$ cat src/fabric_arb_pkg.sv
// Arbitration definitions for the memory fabric
// Holds the master count, the one-hot grant vector type and the
// grant value loaded into the round-robin pointer at reset

package fabric_arb_pkg;

  //////////////////////////////////////////////////////////////////////
  // Master side
  //////////////////////////////////////////////////////////////////////

  // Processors sharing the RAM
  localparam int MASTERS = 4;

  // One bit per master, at most one bit set
  typedef logic [MASTERS-1:0] grant_t;

  // Pointer starts at master 0
  // so master 1 wins the first contended round
  localparam grant_t GRANT_RESET = grant_t'(1);

endpackage

$ cat src/fabric_bus_pkg.sv
// Shared bus definitions for the memory fabric
// Covers address and data widths, RAM depth and the bus word types
// Referenced by scoped names from the interface, the mux, the RAM
// and the testbench

package fabric_bus_pkg;

  //////////////////////////////////////////////////////////////////////
  // Bus geometry
  //////////////////////////////////////////////////////////////////////

  // Word address, one RAM word per address
  localparam int ADDR_WIDTH = 8;

  // Full-word data path, no byte selects
  localparam int DATA_WIDTH = 32;

  // RAM covers the whole address space
  localparam int MEM_DEPTH = 256;

  //////////////////////////////////////////////////////////////////////
  // Bus word types
  //////////////////////////////////////////////////////////////////////

  // One bus address
  typedef logic [ADDR_WIDTH-1:0] addr_t;

  // One bus data word, used for both write and read data
  typedef logic [DATA_WIDTH-1:0] data_t;

endpackage
$ cat src/mem_bus_if.sv
// Single-cycle memory bus channel
// One instance links the arbitrating mux (master side) to the RAM
// (slave side); read data returns one cycle after the access

`timescale 1ns/1ps

interface mem_bus_if;

  // Request side
  fabric_bus_pkg::addr_t addr;
  fabric_bus_pkg::data_t wdata;
  logic                  en;
  logic                  we;

  // Response side, registered in the slave
  fabric_bus_pkg::data_t rdata;

  // Drives the request and samples read data
  modport master (
    output addr,
    output wdata,
    output en,
    output we,
    input  rdata
  );

  // Accepts the request and returns read data
  modport slave (
    input  addr,
    input  wdata,
    input  en,
    input  we,
    output rdata
  );

endinterface

$ cat src/bus_mux.sv
// Master-side multiplexer of the memory fabric
// Tracks the granted master, keeps the bus locked while that master
// holds its enable, answers the external bus-hold request and routes
// the winner onto the slave channel
// Grants are combinational; read data goes to every master

`timescale 1ns/1ps

module bus_mux (
  input  logic                                          clk_i,
  input  logic                                          rst_i,
  input  fabric_bus_pkg::addr_t [fabric_arb_pkg::MASTERS-1:0] m_addr_i,
  input  fabric_bus_pkg::data_t [fabric_arb_pkg::MASTERS-1:0] m_wdata_i,
  input  logic [fabric_arb_pkg::MASTERS-1:0]           m_en_i,
  input  logic [fabric_arb_pkg::MASTERS-1:0]           m_we_i,
  output fabric_arb_pkg::grant_t                        m_gnt_o,
  output fabric_bus_pkg::data_t                         m_rdata_o,
  input  logic                                          hold_i,
  output logic                                          hold_ack_o,
  mem_bus_if.master                                     slv
);

  // Requests seen by the arbiter after lock masking
  logic [fabric_arb_pkg::MASTERS-1:0] m_req;

  // Previous master still holding its enable
  logic locked;

  // Raw arbiter result and its registered copy (priority pointer)
  fabric_arb_pkg::grant_t arb_gnt;
  fabric_arb_pkg::grant_t prev_arb_gnt;

  // Grant actually given last cycle, zero when idle or held
  fabric_arb_pkg::grant_t prev_gnt;

  //////////////////////////////////////////////////////////////////////
  // Lock and hold
  //////////////////////////////////////////////////////////////////////

  always_comb begin
    locked = |(m_en_i & prev_gnt);
    if (locked) begin
      // Burst in progress, only the owner may win
      m_req      = prev_gnt;
      hold_ack_o = 1'b0;
    end else begin
      // Bus free, open to all enables and to the hold request
      m_req      = m_en_i;
      hold_ack_o = hold_i;
    end
  end

  arb_rr #(
    .N (fabric_arb_pkg::MASTERS)
  ) u_arb (
    .req_i     (m_req),
    .gnt_i     (prev_arb_gnt),
    .nxt_gnt_o (arb_gnt)
  );

  // No grant without a live request; nothing at all while held
  assign m_gnt_o = arb_gnt & m_req & {fabric_arb_pkg::MASTERS{~hold_ack_o}};

  //////////////////////////////////////////////////////////////////////
  // Grant history
  //////////////////////////////////////////////////////////////////////

  always_ff @(posedge clk_i) begin
    if (rst_i) begin
      prev_gnt     <= '0;
      prev_arb_gnt <= fabric_arb_pkg::GRANT_RESET;
    end else begin
      prev_gnt <= m_gnt_o;
      // Pointer frozen during a hold so the rotation resumes in place
      if (!hold_ack_o) begin
        prev_arb_gnt <= arb_gnt;
      end
    end
  end

  //////////////////////////////////////////////////////////////////////
  // Slave channel
  //////////////////////////////////////////////////////////////////////

  always_comb begin
    // Quiet bus when nobody is granted
    slv.addr  = '0;
    slv.wdata = '0;
    slv.we    = 1'b0;
    for (int i = 0; i < fabric_arb_pkg::MASTERS; i++) begin
      if (m_gnt_o[i]) begin
        slv.addr  = m_addr_i[i];
        slv.wdata = m_wdata_i[i];
        slv.we    = m_we_i[i];
      end
    end
  end

  // A grant implies the owner's enable
  assign slv.en = |m_gnt_o;

  // Shared read data, each master qualifies it with its own access
  assign m_rdata_o = slv.rdata;

endmodule

$ cat src/arb_rr.sv
// Round-robin arbiter
// Purely combinational; the caller registers the returned grant and
// feeds it back on gnt_i as the priority pointer for the next cycle
// With no request the previous grant is returned unchanged

`timescale 1ns/1ps

module arb_rr #(
  parameter int N = 4
) (
  input  logic [N-1:0] req_i,
  input  logic [N-1:0] gnt_i,
  output logic [N-1:0] nxt_gnt_o
);

  //////////////////////////////////////////////////////////////////////
  // Rotating priority search
  //////////////////////////////////////////////////////////////////////

  always_comb begin : rotate
    int   ptr;
    int   idx;
    logic found;

    // Last granted index, top index if the pointer is empty
    // so the search then begins at 0
    ptr = N - 1;
    for (int k = 0; k < N; k++) begin
      if (gnt_i[k]) begin
        ptr = k;
      end
    end

    // Keep the old pointer when nobody asks
    nxt_gnt_o = gnt_i;
    found     = 1'b0;

    // Walk from the index after the pointer, wrapping around
    // The pointer itself is visited last
    for (int s = 1; s <= N; s++) begin
      idx = ptr + s;
      if (idx >= N) begin
        idx = idx - N;
      end
      // First requester in rotation order wins
      if (!found && req_i[idx]) begin
        nxt_gnt_o      = '0;
        nxt_gnt_o[idx] = 1'b1;
        found          = 1'b1;
      end
    end
  end

endmodule

$ cat src/flat_wrapper.sv
// flat-port wrapper written by rule: the top's interface ports become plain ports
module bus_mux_flat 
  (clk_i, rst_i, m_addr_i, m_wdata_i, m_en_i, m_we_i, m_gnt_o, m_rdata_o, hold_i, hold_ack_o, slv_addr, slv_wdata, slv_en, slv_we, slv_rdata);
  mem_bus_if slv_i ();
  input  logic clk_i;
  input  logic rst_i;
  input  fabric_bus_pkg::addr_t [fabric_arb_pkg::MASTERS-1:0] m_addr_i;
  input  fabric_bus_pkg::data_t [fabric_arb_pkg::MASTERS-1:0] m_wdata_i;
  input  logic [fabric_arb_pkg::MASTERS-1:0] m_en_i;
  input  logic [fabric_arb_pkg::MASTERS-1:0] m_we_i;
  output fabric_arb_pkg::grant_t m_gnt_o;
  output fabric_bus_pkg::data_t m_rdata_o;
  input  logic hold_i;
  output logic hold_ack_o;
  output wire logic [$bits(slv_i.addr)-1:0] slv_addr;
  output wire logic [$bits(slv_i.wdata)-1:0] slv_wdata;
  output wire logic [$bits(slv_i.en)-1:0] slv_en;
  output wire logic [$bits(slv_i.we)-1:0] slv_we;
  input wire logic [$bits(slv_i.rdata)-1:0] slv_rdata;
  assign slv_addr = slv_i.addr;
  assign slv_wdata = slv_i.wdata;
  assign slv_en = slv_i.en;
  assign slv_we = slv_i.we;
  assign slv_i.rdata = slv_rdata;
  bus_mux u_core (.clk_i(clk_i), .rst_i(rst_i), .m_addr_i(m_addr_i), .m_wdata_i(m_wdata_i), .m_en_i(m_en_i), .m_we_i(m_we_i), .m_gnt_o(m_gnt_o), .m_rdata_o(m_rdata_o), .hold_i(hold_i), .hold_ack_o(hold_ack_o), .slv(slv_i));
endmodule
$ cat config.mk
export PLATFORM = sky130hd
export DESIGN_NAME = bus_mux_flat
export DESIGN_NICKNAME = d
export VERILOG_FILES = /design/src/fabric_arb_pkg.sv /design/src/fabric_bus_pkg.sv /design/src/mem_bus_if.sv /design/src/bus_mux.sv /design/src/arb_rr.sv /design/src/flat_wrapper.sv
export SDC_FILE = /design/constraint.sdc
export NUM_CORES = 1
export LEC_CHECK = 0
export ABC_AREA = 1
export BUFFER_PORTS_ARGS = -buffer_cell sky130_fd_sc_hd__buf_2
export CORE_AREA = 2 2 108 110
export DETAILED_ROUTE_END_ITERATION = 12
export DIE_AREA = 0 0 110 112
export PLACE_DENSITY = 0.78
export SLEW_MARGIN = 5
export SYNTH_ARGS = -nofsm -noshare
export SYNTH_HDL_FRONTEND = slang
export SYNTH_SLANG_ARGS = --single-unit
$ cat constraint.sdc
create_clock -name clk_i -period 3.9 [get_ports clk_i]
set_input_delay 0.195 -clock clk_i [delete_from_list [all_inputs] [get_ports clk_i]]
set_output_delay 0.195 -clock clk_i [all_outputs]
set_load 0.01 [all_outputs]
==> results of run 1 <==
[routing by layer]
layer | track usage [%] | up-vias | share of wire, %
li1 | - | 2488 | -
met1 | 22.2 | 2021 | 40
met2 | 34.6 | 223 | 50
met3 | 2.81 | 23 | 8.1
met4 | 4.81 | 0 | 2.1
met5 | 0 | - | 0
[through the flow]
step | utilization [%] | worst slack [ns] | hold WS, ns
2_1_floorplan | - | 1.00 | 0.458
3_5_place_dp | 39.6 | 0.450 | 0.390
3_3_place_gp | 39.6 | 0.543 | 0.390
5_1_grt | 40.4 | 0.0511 | 0.267
6_report | 40.4 | 0.337 | 0.241
4_1_cts | 40.3 | 0.193 | 0.245
[worst register-to-register path: cells and delay by family (launching register included)]
family / cells / cell delay (ns)
adder cells (fa/ha/maj): 1 / 0.39
buffers and inverters: 4 / 0.58
AND/OR/NAND/NOR: 9 / 1.42
AO/OA/AOI/OAI: 1 / 0.08
flip-flops: 1 / 0.38
[state kept, by name, summed over array words and instances (netlist names)]
signal	count
u_core.prev_gnt	4
u_core.prev_arb_gnt	4
[Yosys cell counts]
master    count
a21oi_1      46
a21oi_2       1
buf_1         1
buf_2        16
buf_4        41
buf_6         5
clkbuf_1      3
clkinv_1     14
dfxtp_1       8
ha_1          8
inv_1       112
inv_2         9
nand2_1     215
nand2_2       9
nand2_4       6
nand3_1      32
nand3_2       6
nand3_4       2
nand3b_1      3
nand3b_4      1
nand4_1      50
nor2_1      120
nor2_4        2
nor2_8        1
nor3_2        1
o21ai_0       1
o21ai_1       1
or2_0         2
or2_1         2
[repair_timing]
item                       in CTS  in global routing
gates resized for setup         0                  3
hold endpoints to repair        0                  0
setup endpoints to repair       0                 25
[how the worst max path moves through the flow]
| stage | slack, ns | depth (start not counted) | start | end |
|---|---|---|---|---|
| 2_1_floorplan | 1.00 | 17 | u_core.prev_arb_gnt[0] | slv_wdata[12] |
| 3_3_place_gp | 0.54 | 18 | u_core.prev_arb_gnt[0] | slv_addr[0] |
| 3_5_place_dp | 0.45 | 18 | u_core.prev_arb_gnt[0] | slv_wdata[16] |
| 4_1_cts | 0.19 | 18 | u_core.prev_arb_gnt[0] | slv_wdata[16] |
| 5_1_grt | 0.05 | 18 | u_core.prev_arb_gnt[0] | slv_wdata[31] |
| 6_report | 0.34 | 18 | u_core.prev_arb_gnt[0] | slv_addr[0] |
[area by class of cell]
class / count / area (um2) / area share, %
tap: 143 / 179 / 3.96
inverter: 135 / 507 / 11.2
clock buffer: 3 / 75.1 / 1.66
sequential: 8 / 160 / 3.55
multi-input combinational: 509 / 2430 / 53.8
timing repair buffer: 227 / 1160 / 25.8
[cells by family after synthesis]
group                    share of synthesized area [%]
AND/OR/NAND/NOR                                   58.4
buffers and inverters                             27.3
AO/OA/AOI/OAI                                     7.02
adder cells (fa/ha/maj)                           2.82
flip-flops                                        4.52
==> impl_metrics.env, run 1 <==
export IMPL_yosysSeqAreaShare_pct=4.52
export IMPL_grt_max_degree=48
export IMPL_dpl_hpwl_um=10100
export IMPL_crit_path_end_kind="output port"
export IMPL_synth_largest_area_cell="nand2_1"
export IMPL_finish_instance_area_um2=4520
export IMPL_antenna_left=0
export IMPL_grt_pass1_wl_um=18800
export IMPL_post_cts_buffers=0
export IMPL_cp_top_family="simple AND/OR/NAND/NOR gates"
export IMPL_grt_ovfl_total=0
export IMPL_insertion_delay_ns=0.23
export IMPL_cp_cell_sequence="nor2_1 -> nor3_2 -> inv_1 -> ha_1 -> inv_1 -> nand3_4 -> nand2_4 -> nand2_4 -> nor2_4 -> inv_2 -> o21ai_1 -> inv_2 -> nand3b_4 -> buf_6 -> nor2_1 -> a21oi_1 -> nand2_1 -> buf_2"
export IMPL_fillCellCount=1242
export IMPL_port_buffers=217
export IMPL_period_minus_slack_ns=3.56
export IMPL_gp_congestion=0.887
export IMPL_clkSlewWorstSetupHoldPaths_ns=0.04
export IMPL_cts_sinks=8
export IMPL_first_pass_iters=5
export IMPL_crit_buf_inv=6
export IMPL_status="finished clean"
export IMPL_num_nets_final=1095
export IMPL_drtIter0Drc=265
export IMPL_maxSlewViolCount=0
export IMPL_route_detailed_drc=0
export IMPL_dieArea_um2=12300
export IMPL_layout_commonest_cell="buf_2"
export IMPL_synth_avg_cell_area_um2=4.94
export IMPL_relSlewSlack_pct=63.8
export IMPL_antenna_found_initial=0
export IMPL_post_route_period_util_pct=91.4
export IMPL_crit_path_top_delay_cell="ha_1"
export IMPL_cts_buffers=3
export IMPL_dp_cells=1022
export IMPL_dpl_instance_area_um2=4430
export IMPL_syn_area_um2=3540
export IMPL_die_x_um=110
export IMPL_setup_viol=0
export IMPL_hold_path_class="in -> reg"
export IMPL_die_h_um=112
export IMPL_min_path_cells=2
export IMPL_fin_skew_ns=0.00183
export IMPL_instances_no_fill=1025
export IMPL_ys_ff_latch=8
export IMPL_grt_usage_pct=18.8
export IMPL_rows=39
export IMPL_via_count=4755
export IMPL_h_tree_depth=1
export IMPL_min_to="u_core.prev_arb_gnt[1]"
export IMPL_core_um2=11200
export IMPL_syn_nets=929
export IMPL_antenna_cells=0
export IMPL_cts_tree="done"
export IMPL_regToRegEndpoint="u_core.prev_gnt[0]"
export IMPL_cp_max_fo=47
export IMPL_worstHoldStart="rst_i"
export IMPL_viasPerCell=4.64
export IMPL_rsz0062_at_grt="false"
export IMPL_max_slew_worst_pin_slew_ns=0.542
export IMPL_reg2reg_from="u_core.prev_arb_gnt[0]"
export IMPL_yosysWarnings=0
export IMPL_ctsLongestPathBuffers=2
export IMPL_grt_pass1_vias=4007
export IMPL_worstSetupPathType="reg -> out"
export IMPL_reg2regPathDepth=15
export IMPL_drive_gt1_share_pct=30.4
export IMPL_cp_slowest_stage_delay_ns=0.39
export IMPL_r2r_slack_ns=0.97
export IMPL_wire_per_inst_um=12.1
export IMPL_syn_inst=718
export IMPL_max_freq_mhz=281
export IMPL_syn_to_final_growth_pct=27.4
export IMPL_cts_hold_buf=0
export IMPL_routed_wl_um=12400
export IMPL_start_util_pct=31.7
export IMPL_yosysTopAreaCellShare_pct=22.8
export IMPL_layout_common_cells="buf_2, nand2_1, nor2_1, inv_1, nand4_1"
export IMPL_ios=282
export IMPL_finalSetupTns_ns=0
export IMPL_cts_root_buf="clkbuf_16"
export IMPL_synth_cell_type_count=29
export IMPL_finalHoldViolations=0
export IMPL_cp_arrival_ns=3.37
export IMPL_cp_required_ns=3.70
export IMPL_drv_cap=0
export IMPL_synth_top_cells_by_area="nand2_1, nor2_1, inv_1, nand4_1, buf_4"
export IMPL_cp_start_kind="register"
Power of run 1 is not shown: default switching activity piles up to over one toggle a cycle in this logic, so the estimate is an artifact.
==> run 2: changes to the inputs <==
CORE_AREA = default   (was 2 2 108 110)
CORE_ASPECT_RATIO = 0.5   (was default)
CORE_MARGIN = 2   (was default)
CORE_UTILIZATION = 41   (was default)
DIE_AREA = default   (was 0 0 110 112)
PLACE_DENSITY = 0.81   (was 0.78)
==> run 2 against run 1 <==
  * Clock-buffer cell count is the same
  * First-iteration DRC count grew 20%
  * Maximum frequency shrank 0.84%
  * Highest routed layer unchanged
  * Non-clock buffer count grew 4
  * Sequential cell count is the same
==> impl_metrics.env, run 2 (same netlist as run 1, synthesis figures left out) <==
export IMPL_status="finished clean"
export IMPL_antenna_found_initial=0
export IMPL_num_nets_final=1101
export IMPL_cp_cell_sequence="inv_1 -> nand2_1 -> nand2_1 -> nand2_2 -> ha_2 -> inv_1 -> nand3_4 -> nand2_4 -> nand3_2 -> nor2_1 -> nor2_1 -> nand2_4 -> nand3_4 -> buf_12 -> or2_0 -> nand3_1 -> nand2_1 -> buf_2"
export IMPL_reg2regPathDepth=16
export IMPL_cp_required_ns=3.70
export IMPL_die_h_um=69.8
export IMPL_max_freq_mhz=278
export IMPL_crit_buf_inv=4
export IMPL_cp_top_family="simple AND/OR/NAND/NOR gates"
export IMPL_core_um2=8200
export IMPL_layout_common_cells="buf_2, nand2_1, nor2_1, inv_1, nand4_1"
export IMPL_grt_usage_pct=26.4
export IMPL_cts_hold_buf=0
export IMPL_clkSlewWorstSetupHoldPaths_ns=0.03
export IMPL_period_minus_slack_ns=3.59
export IMPL_top_regs="u_core.prev_arb_gnt: 4 flops, u_core.prev_gnt: 4 flops"
export IMPL_grt_ovfl_total=0
export IMPL_antenna_cells=0
export IMPL_cts_sinks=8
export IMPL_crit_path_end_kind="output port"
export IMPL_first_pass_iters=5
export IMPL_rows=23
export IMPL_gp_congestion=0.980
export IMPL_cts_root_buf="clkbuf_16"
export IMPL_fillCellCount=868
export IMPL_drtIter0Drc=319
export IMPL_cp_max_fo=49
export IMPL_max_slew_worst_pin_slew_ns=0.502
export IMPL_critPathCapture="slv_we"
export IMPL_cp_start_kind="register"
export IMPL_hold_path_class="in -> reg"
export IMPL_maxSlewViolCount=0
export IMPL_route_detailed_drc=0
export IMPL_port_buffers=217
export IMPL_grt_max_degree=50
export IMPL_die_x_um=135
export IMPL_crit_cells=18
export IMPL_ctsLongestPathBuffers=2
export IMPL_drv_cap=0
export IMPL_insertion_delay_ns=0.23
export IMPL_layout_commonest_cell="buf_2"
export IMPL_cts_tree="done"
export IMPL_regToRegEndpoint="u_core.prev_gnt[0]"
export IMPL_finalHoldViolations=0
export IMPL_grt_pass1_wl_um=20800
export IMPL_ios=282
export IMPL_rsz0062_at_grt="false"
export IMPL_relSlewSlack_pct=66.5
export IMPL_h_tree_depth=1
export IMPL_crit_top_cell="nand2_1"
export IMPL_post_route_period_util_pct=92.1
export IMPL_wire_per_inst_um=13.5
export IMPL_cts_buffers=3
export IMPL_reg2reg_from="u_core.prev_arb_gnt[1]"
export IMPL_finalSetupTns_ns=0
export IMPL_grt_pass1_vias=4290
export IMPL_fin_skew_ns=0.00464
export IMPL_r2r_slack_ns=0.91
export IMPL_routed_wl_um=13500
export IMPL_setup_viol=0
export IMPL_cp_arrival_ns=3.40
export IMPL_dieArea_um2=9450
export IMPL_startpoint="u_core.prev_arb_gnt[1]"
export IMPL_crit_path_top_delay_cell="ha_2"
export IMPL_antenna_left=0
export IMPL_drive_gt1_share_pct=31.0
export IMPL_cp_slowest_stage_delay_ns=0.37
export IMPL_start_util_pct=43.2
export IMPL_via_count=4931
export IMPL_viasPerCell=4.93
export IMPL_dpl_hpwl_um=10400
export IMPL_syn_to_final_growth_pct=29.1
export IMPL_worstSetupPathType="reg -> out"
-- run 2: cell count changes in the layout (fill, tap and decap cells not counted), sizes merged --
cell,change
buf,+4
nand3,+1
nand3b,+1
-- run 2: repair_timing --
action | CTS | global route
gates cloned | 0 | 2
pin swaps | 0 | 2
gates resized for setup | 1 | 3
endpoints found under the setup margin | 1 | 34
buffers inserted | 0 | 8
-- run 2: worst reg2reg max path: stages, from the launching register on --
cell and delay (ns):
dfxtp_1 0.34, inv_1 0.07, nand2_1 0.06, nand2_1 0.05, nand2_2 0.22, ha_2 0.38, inv_1 0.17, nand3_4 0.11
nand2_4 0.13, nand2_4 0.07, nor2_4 0.19, a21oi_1 0.09, nand2_2 0.30, nand2_4 0.12, nor2_8 0.31, inv_1 0.17
nor2_1 0.15
-- run 2: worst min path at each step --
stage	from	to	slack [ns]	depth (start not counted)
6_report	rst_i	u_core.prev_arb_gnt[2]	0.25	2
5_1_grt	rst_i	u_core.prev_arb_gnt[2]	0.25	2
4_1_cts	rst_i	u_core.prev_arb_gnt[1]	0.24	2
3_5_place_dp	slv_rdata[11]	m_rdata_o[11]	0.39	0
3_3_place_gp	slv_rdata[11]	m_rdata_o[11]	0.39	0
2_1_floorplan	u_core.prev_arb_gnt[1]	u_core.prev_arb_gnt[1]	0.46	2
-- run 2: per-stage QoR --
step | hold WS [ns] | utilization [%] | cells | setup slack, ns | cell area, um2
CTS | 0.240 | 54.2 | 990 | 0.119 | 4450
global route | 0.250 | 55.8 | 1000 | 0.0282 | 4570
global placement | 0.390 | 53.3 | 987 | 0.381 | 4370
detailed placement | 0.390 | 53.3 | 987 | 0.279 | 4370
finish | 0.246 | 55.8 | 1000 | 0.307 | 4570
floorplan | 0.458 | - | 718 | 1.00 | 3540
-- run 2: final cells by class --
class	count	area (um2)	area share, %
multi-input cells	511	2460	53.9
repair buffers	231	1230	26.9
inverters	135	507	11.1
flip-flops and latches	8	160	3.50
well taps	112	140	3.06
clock buffers	3	75.1	1.64
-- run 2: per-layer routing --
layer	GRT usage [%]	share of wire, %	vias to the layer above
met3	3.58	7.4	42
met4	7.41	2.7	0
met5	0	0	-
li1	-	-	2498
met2	46.9	48	232
met1	33.3	41	2159
Power of run 2 is left out for the same reason.
==> run 3: changes to the inputs <==
CELL_PAD_IN_SITES_DETAIL_PLACEMENT = 1   (was default)
CELL_PAD_IN_SITES_GLOBAL_PLACEMENT = 1   (was default)
CORE_UTILIZATION = 24   (was 41)
==> run 3 against run 2 <==
  * Routed wire length grew 15%
  * Maximum frequency shrank 1.5%
  * Core utilization shrank 24 points
  * Worst setup slack lost 0.055 ns
  * Sequential share of layout area is essentially flat
  * Via count shrank 0.39%
  * First-iteration DRC count shrank 58%
  * Final cell count grew 7.8%
  * Register-to-register slack gained 0.08 ns
==> impl_metrics.env, run 3 (same netlist as run 1, synthesis figures left out) <==
export IMPL_status="finished clean"
export IMPL_grt_pass1_wl_um=24600
export IMPL_startpoint="u_core.prev_arb_gnt[0]"
export IMPL_port_buffers=217
export IMPL_post_route_period_util_pct=93.6
export IMPL_dpl_hpwl_um=12800
export IMPL_antenna_left=0
export IMPL_insertion_delay_ns=0.23
export IMPL_max_slew_worst_pin_slew_ns=0.572
export IMPL_syn_to_final_growth_pct=28.8
export IMPL_cp_arrival_ns=3.45
export IMPL_cts_sinks=8
export IMPL_top_regs="u_core.prev_arb_gnt: 4 flops, u_core.prev_gnt: 4 flops"
export IMPL_fin_skew_ns=0.00179
export IMPL_maxSlewViolCount=0
export IMPL_cp_required_ns=3.70
export IMPL_first_pass_iters=4
export IMPL_layout_commonest_cell="buf_2"
export IMPL_die_h_um=89.9
export IMPL_crit_path_end_kind="output port"
export IMPL_dieArea_um2=15800
export IMPL_reg2reg_from="u_core.prev_arb_gnt[0]"
export IMPL_grt_ovfl_total=0
export IMPL_routed_wl_um=15600
export IMPL_cts_root_buf="clkbuf_16"
export IMPL_r2r_slack_ns=0.99
export IMPL_fillCellCount=2093
export IMPL_via_count=4912
export IMPL_finalSetupTns_ns=0
export IMPL_die_x_um=176
export IMPL_critPathCapture="slv_addr[6]"
export IMPL_cts_tree="done"
export IMPL_core_um2=14400
export IMPL_cts_buffers=3
export IMPL_rows=31
export IMPL_max_freq_mhz=274
export IMPL_regToRegEndpoint="u_core.prev_gnt[0]"
export IMPL_post_cts_buffers=0
export IMPL_antenna_found_initial=0
export IMPL_cts_hold_buf=0
export IMPL_finalHoldViolations=0
export IMPL_drv_cap=0
export IMPL_cp_max_fo=35
export IMPL_num_nets_final=1093
export IMPL_ios=282
export IMPL_grt_max_degree=42
export IMPL_gp_congestion=0.861
export IMPL_clkSlewWorstSetupHoldPaths_ns=0.04
export IMPL_grt_usage_pct=18.8
export IMPL_layout_common_cells="buf_2, nand2_1, nor2_1, inv_1, nand4_1"
export IMPL_start_util_pct=24.6
export IMPL_period_minus_slack_ns=3.65
export IMPL_drtIter0Drc=133
export IMPL_min_path_cells=2
export IMPL_wire_per_inst_um=14.4
export IMPL_setup_viol=0
export IMPL_reg2regPathDepth=16
export IMPL_h_tree_depth=1
export IMPL_relSlewSlack_pct=61.8
export IMPL_viasPerCell=4.56
export IMPL_drive_gt1_share_pct=30.2
export IMPL_cts_repair_resized=0
export IMPL_antenna_cells=0
export IMPL_route_detailed_drc=0
export IMPL_hold_path_class="in -> reg"
export IMPL_cp_start_kind="register"
export IMPL_worstSetupPathType="reg -> out"
export IMPL_ctsLongestPathBuffers=2
export IMPL_rsz0062_at_grt="true"
export IMPL_fin_util_pct=31.7
export IMPL_grt_pass1_vias=4958
[run 3: cell count changes in the layout (fill, tap and decap cells not counted), sizes merged]
| cell | delta |
|---|---|
| buf | -6 |
| nand3 | -1 |
| nand3b | -1 |
[run 3: layout make-up]
class                      instances  area, um2  area share [%]
clock buffer                       3       75.1            1.64
multi-input combinational        509       2420            53.1
sequential                         8        160            3.51
timing repair buffer             225       1150            25.3
tap                              198        248            5.42
inverter                         135        507            11.1
[run 3: worst min-delay path by stage]
stage,startpoint,to
after floorplan,u_core.prev_arb_gnt[1],u_core.prev_arb_gnt[1]
after global placement,slv_rdata[21],m_rdata_o[21]
after detailed placement,slv_rdata[21],m_rdata_o[21]
after CTS,rst_i,u_core.prev_arb_gnt[1]
after global routing,rst_i,u_core.prev_gnt[3]
final,rst_i,u_core.prev_arb_gnt[1]
[run 3: worst max-delay path, stage by stage, from the launching register on]
cell and delay (ns):
dfxtp_1 0.36, nor2_1 0.08, nor3_2 0.16, inv_1 0.17
ha_1 0.40, inv_1 0.19, nand3_4 0.10, nand2_4 0.13
nand2_4 0.07, nor2_4 0.19, inv_2 0.04, o21ai_1 0.17
inv_2 0.07, nand3b_4 0.24, buf_4 0.39, nor2_1 0.08
a21oi_1 0.14, nand2_1 0.07, buf_2 0.14
[run 3: per-layer routing]
| layer | GRT usage [%] | vias up | part of all wire (%) |
|---|---|---|---|
| li1 | - | 2482 | - |
| met1 | 22.3 | 2258 | 42 |
| met2 | 35.4 | 140 | 51 |
| met3 | 2.20 | 32 | 5.1 |
| met4 | 5.79 | 0 | 2.5 |
| met5 | 0 | - | 0 |
[run 3: per-stage QoR]
stage	std cells	hold slack [ns]	worst slack [ns]	cell area (um2)
floorplan	718	0.458	1.00	3540
global placement	1075	0.390	0.556	4480
detailed placement	1075	0.390	0.353	4480
CTS	1078	0.256	0.108	4550
global route	1078	0.269	-0.00901	4570
finish	1078	0.255	0.251	4570
Power of run 3 is left out for the same reason.
